**src/rv_mon_pkg.sv**
```systemverilog
package rv_mon_pkg;

    typedef logic [31:0] xlen_t;
    typedef logic [4:0]  reg_idx_t;
    // {funct7, funct3}
    typedef logic [9:0]  funct_t;
    typedef logic [15:0] count_t;

    // RV32I major opcodes
    typedef enum logic [6:0] {
        OPC_R     = 7'b0110011,
        OPC_I     = 7'b0010011,
        OPC_IL    = 7'b0000011,
        OPC_JALR  = 7'b1100111,
        OPC_S     = 7'b0100011,
        OPC_B     = 7'b1100011,
        OPC_JAL   = 7'b1101111,
        OPC_LUI   = 7'b0110111,
        OPC_AUIPC = 7'b0010111,
        OPC_FENCE = 7'b0001111,
        OPC_E     = 7'b1110011
    } opcode_t;

    typedef enum logic [2:0] {
        ERR_NONE    = 3'd0,
        ERR_ILLEGAL = 3'd1,
        ERR_FLOW    = 3'd2,
        ERR_DATA    = 3'd3,
        ERR_DST     = 3'd4,
        ERR_WE      = 3'd5
    } err_kind_t;

    typedef enum logic {
        FLOW_NONE,
        FLOW_EXPECT
    } flow_state_t;

    localparam xlen_t PC_STEP = 32'd4;

    localparam logic [2:0] F3_XORI = 3'b100;
    localparam logic [2:0] F3_BLT  = 3'b100;
    localparam logic [2:0] F3_JALR = 3'b000;

    // legal R-type combinations
    localparam funct_t F_ADD  = {7'b0000000, 3'b000};
    localparam funct_t F_SUB  = {7'b0100000, 3'b000};
    localparam funct_t F_SLL  = {7'b0000000, 3'b001};
    localparam funct_t F_SLT  = {7'b0000000, 3'b010};
    localparam funct_t F_SLTU = {7'b0000000, 3'b011};
    localparam funct_t F_XOR  = {7'b0000000, 3'b100};
    localparam funct_t F_SRL  = {7'b0000000, 3'b101};
    localparam funct_t F_SRA  = {7'b0100000, 3'b101};
    localparam funct_t F_OR   = {7'b0000000, 3'b110};
    localparam funct_t F_AND  = {7'b0000000, 3'b111};

    // I-type shifts, the only I-type forms with a fixed funct7
    localparam funct_t F_SLLI = {7'b0000000, 3'b001};
    localparam funct_t F_SRLI = {7'b0000000, 3'b101};
    localparam funct_t F_SRAI = {7'b0100000, 3'b101};

    // FENCE leaves pred/succ free, FENCE.I and the E-type are exact
    localparam xlen_t FENCE_MASK   = 32'hF00F_FFFF;
    localparam xlen_t FENCE_BITS   = 32'h0000_000F;
    localparam xlen_t INST_FENCE_I = 32'h0000_100F;
    localparam xlen_t INST_ECALL   = 32'h0000_0073;
    localparam xlen_t INST_EBREAK  = 32'h0010_0073;

endpackage
```
**src/rv_dec_if.sv**
```systemverilog
`timescale 1ns/100ps

interface rv_dec_if import rv_mon_pkg::*; ();

    logic       valid;
    logic       legal;
    opcode_t    opcode;
    logic [2:0] funct3;
    reg_idx_t   rd;
    xlen_t      pc;
    // immediates already sign-extended to 32 bits
    xlen_t      imm_i;
    xlen_t      imm_b;
    xlen_t      imm_j;
    // upper immediate, shifted by 12
    xlen_t      uimm;

    modport dec (
        output valid, legal, opcode, funct3, rd, pc, imm_i, imm_b, imm_j, uimm
    );

    modport chk (
        input valid, legal, opcode, funct3, rd, pc, imm_i, imm_b, imm_j, uimm
    );

endinterface

```
**src/rv_retire_monitor.sv**
```systemverilog
`timescale 1ns/100ps

module rv_retire_monitor import rv_mon_pkg::*; (
    input  logic      clk,
    input  logic      rst,
    input  logic      retire_valid_i,
    input  xlen_t     retire_inst_i,
    input  xlen_t     retire_pc_i,
    input  xlen_t     rs1_val_i,
    input  xlen_t     rs2_val_i,
    input  xlen_t     wb_data_i,
    input  reg_idx_t  wb_dst_i,
    input  logic      wb_we_i,
    output logic      err_o,
    output err_kind_t err_kind_o,
    output logic      fail_o,
    output count_t    checked_count_o
);

    err_kind_t res_err;
    err_kind_t flow_err;
    logic      fail_q;
    count_t    count_q;

    rv_dec_if dec_bus ();

    inst_decoder u_inst_decoder (
        .clk            (clk),
        .rst            (rst),
        .retire_valid_i (retire_valid_i),
        .retire_inst_i  (retire_inst_i),
        .retire_pc_i    (retire_pc_i),
        .dec            (dec_bus.dec)
    );

    result_checker u_result_checker (
        .clk       (clk),
        .rst       (rst),
        .dec       (dec_bus.chk),
        .rs1_val_i (rs1_val_i),
        .wb_data_i (wb_data_i),
        .wb_dst_i  (wb_dst_i),
        .wb_we_i   (wb_we_i),
        .res_err_o (res_err)
    );

    flow_checker u_flow_checker (
        .clk        (clk),
        .rst        (rst),
        .dec        (dec_bus.chk),
        .rs1_val_i  (rs1_val_i),
        .rs2_val_i  (rs2_val_i),
        .flow_err_o (flow_err)
    );

    // illegal first, then flow, then the result checker's own order
    always_comb begin
        if (dec_bus.valid && !dec_bus.legal) begin
            err_kind_o = ERR_ILLEGAL;
        end else if (flow_err != ERR_NONE) begin
            err_kind_o = flow_err;
        end else begin
            err_kind_o = res_err;
        end
    end

    assign err_o = (err_kind_o != ERR_NONE);

    always_ff @(posedge clk) begin
        if (rst) begin
            fail_q  <= 1'b0;
            count_q <= '0;
        end else begin
            if (err_o) begin
                fail_q <= 1'b1;
            end
            if (retire_valid_i) begin
                count_q <= count_q + 1'b1;
            end
        end
    end

    // sticky, but already high with the first error pulse
    assign fail_o          = fail_q | err_o;
    assign checked_count_o = count_q;

endmodule

```
**src/flow_checker.sv**
```systemverilog
`timescale 1ns/100ps

module flow_checker import rv_mon_pkg::*; (
    input  logic      clk,
    input  logic      rst,
    rv_dec_if.chk     dec,
    input  xlen_t     rs1_val_i,
    input  xlen_t     rs2_val_i,
    output err_kind_t flow_err_o
);

    flow_state_t state_q;
    flow_state_t state_d;
    xlen_t       exp_pc_q;
    xlen_t       exp_pc_d;
    xlen_t       rs1_q;
    xlen_t       rs2_q;
    logic        blt_taken;

    // operands travel with the retirement
    always_ff @(posedge clk) begin
        rs1_q <= rs1_val_i;
        rs2_q <= rs2_val_i;
    end

    assign blt_taken = ($signed(rs1_q) < $signed(rs2_q));

    always_comb begin
        state_d  = state_q;
        exp_pc_d = exp_pc_q;
        // empty slots keep the expectation
        if (dec.valid) begin
            state_d  = FLOW_EXPECT;
            exp_pc_d = dec.pc + PC_STEP;
            if (!dec.legal) begin
                state_d = FLOW_NONE;
            end else begin
                case (dec.opcode)
                    OPC_B: begin
                        if (dec.funct3 == F3_BLT) begin
                            exp_pc_d = blt_taken ? (dec.pc + dec.imm_b) : (dec.pc + PC_STEP);
                        end else begin
                            state_d = FLOW_NONE;
                        end
                    end
                    OPC_JAL:                    exp_pc_d = dec.pc + dec.imm_j;
                    // target unknown here
                    OPC_JALR, OPC_FENCE, OPC_E: state_d = FLOW_NONE;
                    default:                    exp_pc_d = dec.pc + PC_STEP;
                endcase
            end
        end
    end

    always_ff @(posedge clk) begin
        if (rst) begin
            state_q <= FLOW_NONE;
        end else begin
            state_q <= state_d;
        end
    end

    always_ff @(posedge clk) begin
        exp_pc_q <= exp_pc_d;
    end

    assign flow_err_o = ((state_q == FLOW_EXPECT) && dec.valid && dec.legal &&
                         (dec.pc != exp_pc_q)) ? ERR_FLOW : ERR_NONE;

endmodule

```
**src/result_checker.sv**
```systemverilog
`timescale 1ns/100ps

module result_checker import rv_mon_pkg::*; (
    input  logic      clk,
    input  logic      rst,
    rv_dec_if.chk     dec,
    input  xlen_t     rs1_val_i,
    input  xlen_t     wb_data_i,
    input  reg_idx_t  wb_dst_i,
    input  logic      wb_we_i,
    output err_kind_t res_err_o
);

    xlen_t    rs1_q;
    xlen_t    data_q;
    reg_idx_t dst_q;
    logic     we_q;
    xlen_t    golden;
    logic     has_golden;
    logic     has_rd;
    logic     want_we;

    // writeback side, same edge as the decoder register
    always_ff @(posedge clk) begin
        rs1_q  <= rs1_val_i;
        data_q <= wb_data_i;
        dst_q  <= wb_dst_i;
    end

    always_ff @(posedge clk) begin
        if (rst) begin
            we_q <= 1'b0;
        end else begin
            we_q <= wb_we_i;
        end
    end

    always_comb begin
        golden     = '0;
        has_golden = 1'b0;
        case (dec.opcode)
            OPC_I: begin
                golden     = rs1_q ^ dec.imm_i;
                has_golden = (dec.funct3 == F3_XORI);
            end
            OPC_AUIPC: begin
                golden     = dec.pc + dec.uimm;
                has_golden = 1'b1;
            end
            // link value
            OPC_JAL: begin
                golden     = dec.pc + PC_STEP;
                has_golden = 1'b1;
            end
            default: begin
                golden     = '0;
                has_golden = 1'b0;
            end
        endcase
    end

    // branches and stores carry immediate bits in the rd field
    assign has_rd  = !(dec.opcode inside {OPC_B, OPC_S});
    assign want_we = has_rd && (dec.rd != '0);

    always_comb begin
        res_err_o = ERR_NONE;
        if (!dec.valid) begin
            // empty slot must not write
            if (we_q) begin
                res_err_o = ERR_WE;
            end
        end else if (dec.legal) begin
            if (has_golden && (data_q != golden)) begin
                res_err_o = ERR_DATA;
            end else if (has_golden && (dst_q != dec.rd)) begin
                res_err_o = ERR_DST;
            end else if (we_q != want_we) begin
                res_err_o = ERR_WE;
            end
        end
    end

endmodule

```
**src/inst_decoder.sv**
```systemverilog
`timescale 1ns/100ps

module inst_decoder import rv_mon_pkg::*; (
    input  logic  clk,
    input  logic  rst,
    input  logic  retire_valid_i,
    input  xlen_t retire_inst_i,
    input  xlen_t retire_pc_i,
    rv_dec_if.dec dec
);

    logic       valid_q;
    xlen_t      inst_q;
    xlen_t      pc_q;
    opcode_t    opcode;
    logic [2:0] funct3;
    funct_t     funct;
    xlen_t      imm_i;
    xlen_t      imm_b;
    xlen_t      imm_j;
    logic       legal;

    always_ff @(posedge clk) begin
        if (rst) begin
            valid_q <= 1'b0;
        end else begin
            valid_q <= retire_valid_i;
        end
    end

    // payload of the retirement
    always_ff @(posedge clk) begin
        inst_q <= retire_inst_i;
        pc_q   <= retire_pc_i;
    end

    assign opcode = opcode_t'(inst_q[6:0]);
    assign funct3 = inst_q[14:12];
    assign funct  = {inst_q[31:25], inst_q[14:12]};
    assign imm_i  = {{20{inst_q[31]}}, inst_q[31:20]};
    assign imm_b  = {{19{inst_q[31]}}, inst_q[31], inst_q[7], inst_q[30:25], inst_q[11:8], 1'b0};
    assign imm_j  = {{11{inst_q[31]}}, inst_q[31], inst_q[19:12], inst_q[20], inst_q[30:21],
                     1'b0};

    always_comb begin
        case (opcode)
            OPC_LUI, OPC_AUIPC: legal = 1'b1;
            // jump and branch targets must stay word aligned
            OPC_JAL:  legal = (imm_j[1:0] == 2'b00);
            OPC_JALR: legal = (funct3 == F3_JALR) && (imm_i[1:0] == 2'b00);
            OPC_B:    legal = !(funct3 inside {3'b010, 3'b011}) && (imm_b[1:0] == 2'b00);
            OPC_IL:   legal = !(funct3 inside {3'b011, 3'b110, 3'b111});
            OPC_S:    legal = (funct3 inside {3'b000, 3'b001, 3'b010});
            // only the shifts constrain funct7
            OPC_I: legal = !(funct3 inside {3'b001, 3'b101}) ||
                           (funct inside {F_SLLI, F_SRLI, F_SRAI});
            OPC_R: legal = (funct inside {F_ADD, F_SUB, F_SLL, F_SLT, F_SLTU,
                                          F_XOR, F_SRL, F_SRA, F_OR, F_AND});
            OPC_FENCE: legal = ((inst_q & FENCE_MASK) == FENCE_BITS) ||
                               (inst_q == INST_FENCE_I);
            OPC_E:   legal = (inst_q inside {INST_ECALL, INST_EBREAK});
            default: legal = 1'b0;
        endcase
    end

    assign dec.valid  = valid_q;
    assign dec.legal  = legal;
    assign dec.opcode = opcode;
    assign dec.funct3 = funct3;
    assign dec.rd     = inst_q[11:7];
    assign dec.pc     = pc_q;
    assign dec.imm_i  = imm_i;
    assign dec.imm_b  = imm_b;
    assign dec.imm_j  = imm_j;
    assign dec.uimm   = {inst_q[31:12], 12'b0};

endmodule

```
**config.mk**
```make
export PLATFORM = sky130hd
export DESIGN_NAME = rv_retire_monitor
export DESIGN_NICKNAME = d
export VERILOG_FILES = /design/src/rv_mon_pkg.sv /design/src/rv_dec_if.sv /design/src/rv_retire_monitor.sv /design/src/flow_checker.sv /design/src/result_checker.sv /design/src/inst_decoder.sv
export SDC_FILE = /design/constraint.sdc
export NUM_CORES = 1
export LEC_CHECK = 0
export ABC_AREA = 1
export BUFFER_PORTS_ARGS = -buffer_cell sky130_fd_sc_hd__buf_2
export CORE_ASPECT_RATIO = 1.4
export CORE_MARGIN = 2
export CORE_UTILIZATION = 25
export CTS_CLUSTER_SIZE = 24
export DETAILED_ROUTE_END_ITERATION = 10
export GPL_TIMING_DRIVEN = 0
export PLACE_DENSITY = 0.5
export SYNTH_ARGS = -nofsm -noshare
export SYNTH_HDL_FRONTEND = slang
export SYNTH_SLANG_ARGS = --single-unit
export TNS_END_PERCENT = 5
```
**constraint.sdc**
```tcl
create_clock -name clk -period 7.5 [get_ports clk]
set_clock_uncertainty 0.15 [all_clocks]
set_input_delay 1.5 -clock clk [delete_from_list [all_inputs] [get_ports clk]]
set_output_delay 1.5 -clock clk [all_outputs]
set_load 0.005 [all_outputs]
```
==> flow_metrics.py, run 1 <==
metrics = {
    "power_and_ir_drop": {
        "cellPowerDensity_nw_per_um2": 186.8,
        "switching_power_uw": 1009,
        "p_leak_uw": 0.008231,
        "ir_drop_uv": 174.5,
        "clock_power_share": 0.386,
        "p_int_uw": 2138,
        "swShare": 0.3206,
        "p_comb_frac": 0.193,
        "p_total_uw": 3147,
        "p_seq_frac": 0.420,
    },
    "routing": {
        "wl_per_cell_um": 19.25,
        "wl_met1_mm": 22.88,
        "dr.pass1.iters": 5,
        "met2WireLength_mm": 30.16,
        "ant_nets": 0,
        "top_layer": "met4",
        "routed_wirelength_mm": 58.91,
        "drc": 0,
        "drt_first_iter_violations": 748,
        "vias": 14410,
        "route.met3.wl_mm": 2.603,
        "vias_per_cell": 4.710,
    },
    "layout": {
        "finalInstanceArea_um2": 16850,
        "fin_nets": 2567,
        "area_delta_synth_final_pct": 19.00,
        "fin_cells": 3060,
        "seqCellArea_um2": 4666,
        "multi_input_area_um2": 8237,
        "fillers": 6331,
        "diodes": 0,
        "post_route_cells_drive_above_1_share": 0.1273,
    },
    "placement": {
        "portBuffers": 188,
        "place_inst": 3017,
        "dpl.hpwl_mm": 49.30,
        "placed_area_um2": 16050,
        "gp_congestion": 0.9385,
    },
    "cts": {
        "cts-htree-levels": 1,
        "root_buffer": "clkbuf_16",
        "clkTransAtPathRegs_ns": 0.07,
        "cts_hold_buffers": 0,
        "cts_max_path_buffers": 3,
        "cts.sinks": 217,
        "tritoncts": "yes",
        "post_cts_buffers": 0,
        "cts_buffers": 24,
        "clk_latency_ns": 0.56,
        "cts.repair.resized": 0,
    },
    "job": {
        "cap_violations": 0,
    },
    "grt": {
        "antenna_found_initial": 0,
        "grt_pass1_vias": 14180,
        "grt_start_max_net_pins": 31,
        "grt_overflow": 0,
        "grt_usage": 0.1987,
        "grt_pass1_wl_mm": 86.46,
    },
    "sta": {
        "finalHoldViolCount": 0,
        "drv_slew": 0,
        "worstMarginPinSlew_ns": 1.003,
        "period_share": 0.8418,
        "whs_ns": 0.3164,
        "maxSlewHeadroom": 0.3286,
        "rsz0062_at_grt": "false",
        "min_period_ns": 6.313,
        "setup-tns-final_ns": 0,
        "setup_viol": 0,
        "fmax_mhz": 158.4,
    },
    "outcome": {
        "status": "finished clean",
    },
    "setup_path": {
        "crit_type": "flop to output pin",
        "cp_max_fo": 6,
        "reg2reg_to": "u_flow_checker.exp_pc_q[25]$_DFFE_PP_",
        "cp.required_ns": 5.85,
        "crit-reg2reg-launch": "u_inst_decoder.inst_q[21]$_DFF_P_",
        "critPathArrivalTime_ns": 4.66,
        "cp-end-kind": "output pin",
        "rrSetupSlack_ns": 3.03,
        "r2r_cells": 20,
        "worstSetupStartpointType": "flop",
    },
    "hold_path": {
        "worstHoldPathType": "flop to flop",
        "whs_path_depth": 2,
        "hp-start": "u_flow_checker.state_q$_SDFFE_PP0P_",
        "min_to": "u_flow_checker.state_q$_SDFFE_PP0P_",
    },
    "yosys": {
        "synth_edf_count": 32,
        "syn_area_um2": 14160,
        "ys_ff_latch": 217,
        "synth_fp_nets": 2352,
        "synthFlopType": "dfxtp_1",
        "ys_async_sr_fraction": 0,
        "yosysWarnings": 0,
        "ys_seq_area_frac": 0.3295,
        "ys_types": 51,
        "synthCells": 2093,
        "synth.avg_cell_area_um2": 6.764,
    },
    "die": {
        "num_rows": 103,
        "die_x_um": 205.1,
        "initial_core_util": 0.2519,
        "dieArea_um2": 58570,
        "coreArea_um2": 56190,
        "chipHeight_um": 285.6,
        "io_pins": 190,
    },
}
## worst max-delay path, stage by stage (launching register included)
cell     delay, ns
dfxtp_1       0.58
ha_1          0.36
inv_1         0.14
fa_1          0.41
inv_1         0.26
nand3_1       0.14
nand2_1       0.11
nand2_1       0.07
nand2_1       0.29
nand2_1       0.11
nand2_1       0.08
nand2_1       0.05
nand3_1       0.08
nand3_1       0.07
nand2_1       0.06
nand2_1       0.04
nor2_1        0.12
nand3_1       0.09
nor2_1        0.10
nand2_1       0.28
nand2_1       0.14
nand2_1       0.07
a21oi_2       0.20
nand3_2       0.10
buf_2         0.13
## cell type report
cell class              count  area share
flip-flops and latches    217      0.2770
repair buffers            189     0.05704
inverters                 287     0.06395
well taps                 735     0.05459
multi-input cells        1551      0.4889
clock inverters            12    0.006982
clock buffers              31     0.04026
plain buffers              38     0.01129
## metal layers
metal | up-vias | track usage
met2 | 430 | 0.3693
met1 | 6590 | 0.2215
met4 | 0 | 0.1032
met3 | 110 | 0.01948
met5 | - | 0
li1 | 7283 | -
## kinds of logic (layout without fill, tap and decap cells)
group / count (synthesis) / count (layout) / share of synthesized area
flip-flops: 217 / 217 / 0.3295
buffers and inverters: 325 / 557 / 0.08954
AO/OA/AOI/OAI: 279 / 279 / 0.1105
AND/OR/NAND/NOR: 1085 / 1085 / 0.3288
adder cells (fa/ha/maj): 90 / 90 / 0.08114
XOR/XNOR: 97 / 97 / 0.06054
## cell usage in the layout (no fill, tap or decap), drive strengths merged, types with 2 or more instances in the layout
cell type  Yosys  routed
nand2        601     601
nand3        207     207
or2           12      12
o21a           3       3
edfxtp        32      32
o21bai         8       8
o221ai         5       5
ha            87      87
nand3b         9       9
nor4          12      12
o211ai        25      25
o21ai         81      81
a41oi          2       2
nor3          32      32
nand4         43      43
xnor2         36      36
dfxtp        185     185
xor2          61      61
a21boi         3       3
nor2         165     165
buf           23     212
clkinv         0       6
o31ai          4       4
fa             3       3
a2111oi        2       2
a22oi          2       2
clkbuf        15      46
inv          287     291
a21oi        139     139
## power groups by stage
stage	Clock, µW	Combinational [µW]	Sequential [µW]
global route	1290	678	1330
CTS	1260	607	1320
floorplan	0	392	1310
finish	1220	608	1320
detailed placement	0	602	1350
global placement	0	594	1350
## per-stage QoR
| step | worst slack [ns] | utilization |
|---|---|---|
| floorplan | 3.264 | - |
| finish | 1.187 | 0.2998 |
| detailed placement | 1.755 | 0.2857 |
| global placement | 1.759 | 0.2850 |
| global route | 0.8792 | 0.2998 |
| CTS | 1.127 | 0.2998 |
## flip-flops by register name, indices dropped and copies added, names as in the netlist, 5 cells and up
signal and cells:
u_result_checker.data_q 32, u_result_checker.dst_q 5, u_flow_checker.exp_pc_q 32, u_flow_checker.rs1_q 32, u_inst_decoder.inst_q 32, checked_count_o 16
u_flow_checker.rs2_q 32, u_inst_decoder.dec.pc 32
## worst max path at each step
stage / endpoint / from / depth (start not counted)
2_1_floorplan: fail_o / u_inst_decoder.dec.pc[12]$_DFF_P_ / 23
3_3_place_gp: fail_o / u_inst_decoder.dec.pc[12]$_DFF_P_ / 22
3_5_place_dp: fail_o / u_inst_decoder.dec.pc[12]$_DFF_P_ / 24
4_1_cts: fail_o / u_inst_decoder.dec.pc[12]$_DFF_P_ / 22
5_1_grt: fail_o / u_inst_decoder.dec.pc[12]$_DFF_P_ / 24
6_report: fail_o / u_inst_decoder.dec.pc[12]$_DFF_P_ / 24
## Yosys cell counts (all sizes together), types with 4 or more instances
| master | n | area share |
|---|---|---|
| nor4 | 12 | 0.0053 |
| o221ai | 5 | 0.0031 |
| or2 | 12 | 0.0053 |
| o21bai | 8 | 0.0045 |
| nand3b | 9 | 0.0048 |
| o21ai | 81 | 0.029 |
| ha | 87 | 0.077 |
| nand4 | 43 | 0.019 |
| o211ai | 25 | 0.013 |
| clkbuf | 15 | 0.0042 |
| xnor2 | 36 | 0.023 |
| inv | 287 | 0.076 |
| nor3 | 32 | 0.012 |
| nand2 | 601 | 0.16 |
| a21oi | 139 | 0.049 |
| edfxtp | 32 | 0.068 |
| nor2 | 165 | 0.046 |
| xor2 | 61 | 0.038 |
| buf | 23 | 0.0093 |
| nand3 | 207 | 0.074 |
| o31ai | 4 | 0.0021 |
| dfxtp | 185 | 0.26 |
(Power assumes the default switching activity.)
==> run 2: changes to the inputs <==
--- a/config.mk
+++ b/config.mk
@@ -5,7 +5,7 @@
 export SDC_FILE = /design/constraint.sdc
 export NUM_CORES = 1
 export LEC_CHECK = 0
-export ABC_AREA = 1
+export ABC_AREA = 0
 export BUFFER_PORTS_ARGS = -buffer_cell sky130_fd_sc_hd__buf_2
 export CORE_ASPECT_RATIO = 1.4
 export CORE_MARGIN = 2
@@ -13,7 +13,7 @@
 export CTS_CLUSTER_SIZE = 24
 export DETAILED_ROUTE_END_ITERATION = 10
 export GPL_TIMING_DRIVEN = 0
-export PLACE_DENSITY = 0.5
+export PLACE_DENSITY = 0.52
 export SYNTH_ARGS = -nofsm -noshare
 export SYNTH_HDL_FRONTEND = slang
 export SYNTH_SLANG_ARGS = --single-unit
==> constraint.sdc (replaced) <==
create_clock -name clk -period 5.3 [get_ports clk]
set_clock_uncertainty 0.15 [all_clocks]
set_input_delay 1.06 -clock clk [delete_from_list [all_inputs] [get_ports clk]]
set_output_delay 1.06 -clock clk [all_outputs]
set_load 0.005 [all_outputs]
==> run 2 against run 1 <==
The flow now finishes with violations (negative setup slack). Final cell count fell by 23%. Non-clock buffer count rose by 65. Clock power rose by 26%. Largest cell class unchanged. Die area fell by 7.8%. Core utilization rose by 1.7 points. First-iteration DRC count rose by 26%. Sequential share of layout area rose by 1.1 points. Sequential power rose by 42%. Critical path depth fell by 9. Critical path type unchanged. Critical endpoint is now err_kind_o[2]. Total power rose by 37%. Worst setup slack got worse by 1.3 ns. Largest power group unchanged.
==> flow_metrics.py, run 2 <==
metrics = {
    "job": {
        "cap_violations": 0,
    },
    "setup_path": {
        "worst-path-buf-inv": 3,
        "cp-end-kind": "output pin",
        "worstSetupStartpointType": "flop",
        "path_cells": "ha_4, inv_2, fa_2, nor2b_4, o31a_1, a311oi_1, or4_4, xor2_1, nor2_2, and4b_2, nand4_1, o22ai_4, buf_12, o2bb2ai_4, buf_2",
        "slowest_delay_ns": 0.54,
        "cp_top_family": "simple AND/OR/NAND/NOR gates",
        "cp_max_fo": 6,
        "crit_path_top_delay_cell": "or4_4",
        "critPathArrivalTime_ns": 4.17,
        "cp.required_ns": 4.09,
        "crit_type": "flop to output pin",
    },
    "cts": {
        "cts-htree-levels": 1,
        "root_buffer": "clkbuf_16",
        "clkTransAtPathRegs_ns": 0.06,
        "cts_buffers": 22,
        "cts_max_path_buffers": 3,
        "clk_latency_ns": 0.55,
        "cts.sinks": 217,
        "tritoncts": "yes",
        "cts_hold_buffers": 0,
    },
    "die": {
        "die_x_um": 197.0,
        "initial_core_util": 0.2518,
        "dieArea_um2": 54020,
        "coreArea_um2": 51780,
        "num_rows": 99,
        "chipHeight_um": 274.2,
        "io_pins": 190,
    },
    "placement": {
        "place_ws_ns": -0.8309,
        "dpl.hpwl_mm": 41.37,
        "portBuffers": 188,
        "gp_congestion": 0.9259,
    },
    "grt": {
        "grtUsageMet2": 0.3287,
        "met1_usage": 0.2137,
        "grt_usage": 0.1849,
        "grt_util_met3": 0.02153,
        "antenna_found_initial": 0,
        "grt_overflow": 0,
        "top_usage_layer": "met2",
        "grt_pass1_vias": 12070,
        "grt_start_max_net_pins": 34,
        "grt_pass1_wl_mm": 75.38,
    },
    "layout": {
        "layout_commonest_cell": "buf_2",
        "area_delta_synth_final_pct": 25.97,
        "fin_util": 0.3172,
        "fin_nets": 1932,
        "fillers": 5468,
        "post_route_cells_drive_above_1_share": 0.2488,
        "most-common-layout-cells": "buf_2 (198), dfxtp_1 (156), xnor2_1 (103)",
        "diodes": 0,
    },
    "yosys": {
        "synthFlopType": "dfxtp_1",
        "synthCells": 1419,
        "ys_async_sr_fraction": 0,
        "ys_types": 104,
        "post-synth-top-area-cell": "dfxtp_1",
        "synth_fp_nets": 1678,
        "syn_area_um2": 13040,
        "ys_seq_area_frac": 0.3577,
        "ys_top_cells_by_count": "dfxtp_1 (185), xnor2_1 (104), nor2_1 (89)",
        "synth_area_leaders": "dfxtp_1 (28%), ha_1 (8.3%), edfxtp_1 (7.4%)",
        "synth.avg_cell_area_um2": 9.189,
        "synth_edf_count": 32,
        "yosysWarnings": 0,
        "yosysTopAreaCellShare": 0.2840,
        "synth.most_common_cell": "dfxtp_1",
        "ys_ff_latch": 217,
    },
    "sta": {
        "setup_viol": 5,
        "min_period_ns": 5.379,
        "fmax_mhz": 185.9,
        "maxSlewHeadroom": 0.2697,
        "drv_slew": 0,
        "fin_ws_ns": -0.07880,
        "period_share": 1.015,
        "rsz0062_at_grt": "true",
        "whs_ns": 0.3632,
        "finalHoldViolCount": 0,
        "worstMarginPinSlew_ns": 1.086,
    },
    "routing": {
        "dr.pass1.iters": 7,
        "routed_wirelength_mm": 51.69,
        "vias_per_cell": 5.165,
        "drc": 0,
        "drt_first_iter_violations": 945,
        "wl_per_cell_um": 22.05,
        "vias": 12110,
        "ant_nets": 0,
    },
    "power_and_ir_drop": {
        "ir_drop_uv": 237.8,
        "p_leak_uw": 0.006811,
        "cellPowerDensity_nw_per_um2": 263.5,
    },
    "outcome": {
        "violations": "negative setup slack",
        "status": "finished, violations left",
    },
    "hold_path": {
        "worstHoldPathType": "flop to flop",
    },
}
run 2: cell types whose count changed after synthesis, sizes merged, moves of 41 or more:
cell,previous run,this run
nand2,601,81
inv,287,68
nand3,207,38
nor2,165,90
xnor2,36,104
a21oi,139,75
a21o,1,42
run 2: layout make-up:
type,count,area (µm²),area share
Buffer,56,291.5,0.01775
Clock inverter,14,122.6,0.007466
Multi-Input combinational cell,1072,8249,0.5022
Inverter,68,255.2,0.01554
Timing Repair Buffer,236,1373,0.08357
Tap cell,656,820.8,0.04997
Sequential cell,217,4731,0.2880
Clock buffer,25,581.8,0.03542
run 2: worst reg2reg max path, cell delays in order, from the launching register on:
cell and delay [ns]:
dfxtp_1 0.46, ha_1 0.31, fa_1 0.44, a211oi_1 0.55, o21bai_4 0.17, a2111oi_2 0.50, o211ai_1 0.24, a31o_1 0.25
a21o_1 0.24, a21oi_2 0.32, o21ai_0 0.18, xnor2_1 0.17, o221ai_1 0.11
run 2: cell families (layout without fill, tap and decap cells):
| logic type | after synthesis | count (layout) | synth area share |
|---|---|---|---|
| AO/OA/AOI/OAI | 398 | 398 | 0.2198 |
| adder cells (fa/ha/maj) | 90 | 90 | 0.08809 |
| XOR/XNOR | 183 | 183 | 0.1229 |
| AND/OR/NAND/NOR | 376 | 376 | 0.1517 |
| multiplexers | 25 | 25 | 0.01948 |
| buffers and inverters | 130 | 399 | 0.04021 |
| flip-flops | 217 | 217 | 0.3577 |
run 2: final timing paths:
kind / from / to / slack (ns) / cells past startpoint
worst max-delay path: u_inst_decoder.dec.pc[12]$_DFF_P_ / err_kind_o[2] / -0.08 / 15
worst min-delay path: u_flow_checker.state_q$_SDFFE_PP0P_ / u_flow_checker.state_q$_SDFFE_PP0P_ / 0.36 / 2
worst max register to register: u_inst_decoder.dec.pc[1]$_DFF_P_ / u_flow_checker.exp_pc_q[27]$_DFFE_PP_ / 0.93 / 12
worst min register to register: u_flow_checker.state_q$_SDFFE_PP0P_ / u_flow_checker.state_q$_SDFFE_PP0P_ / 0.36 / 2
run 2: power by group:
group,leakage [µW],internal (µW),switching [µW]
combinational,0.00460,402,514
sequential,0.00186,1760,111
clock,0.000353,846,693
total,0.00681,3010,1320
run 2: per-stage QoR:
step / instance area (µm²) / total power (µW) / cells / TNS, ns
after floorplan: 13040 / 2417 / 1419 / 0
after global placement: 14800 / 2727 / 2263 / -4.048
after detailed placement: 14810 / 2728 / 2264 / -4.080
after CTS: 16100 / 4328 / 2322 / -0.4161
after global routing: 16420 / 4520 / 2344 / -0.7410
final: 16420 / 4327 / 2344 / -0.1819
run 2: per-layer routing:
layer | vias to the layer above | part of all wire
met2 | 450 | 0.49
met1 | 5748 | 0.40
met5 | - | 0
li1 | 5777 | -
met4 | 0 | 0.063
met3 | 132 | 0.048
run 2: timing repair:
item | CTS | global route
endpoints found under the setup margin | 5 | 5
gates resized for setup | 113 | 27
buffers inserted | 25 | 22
pin swaps | 25 | 29
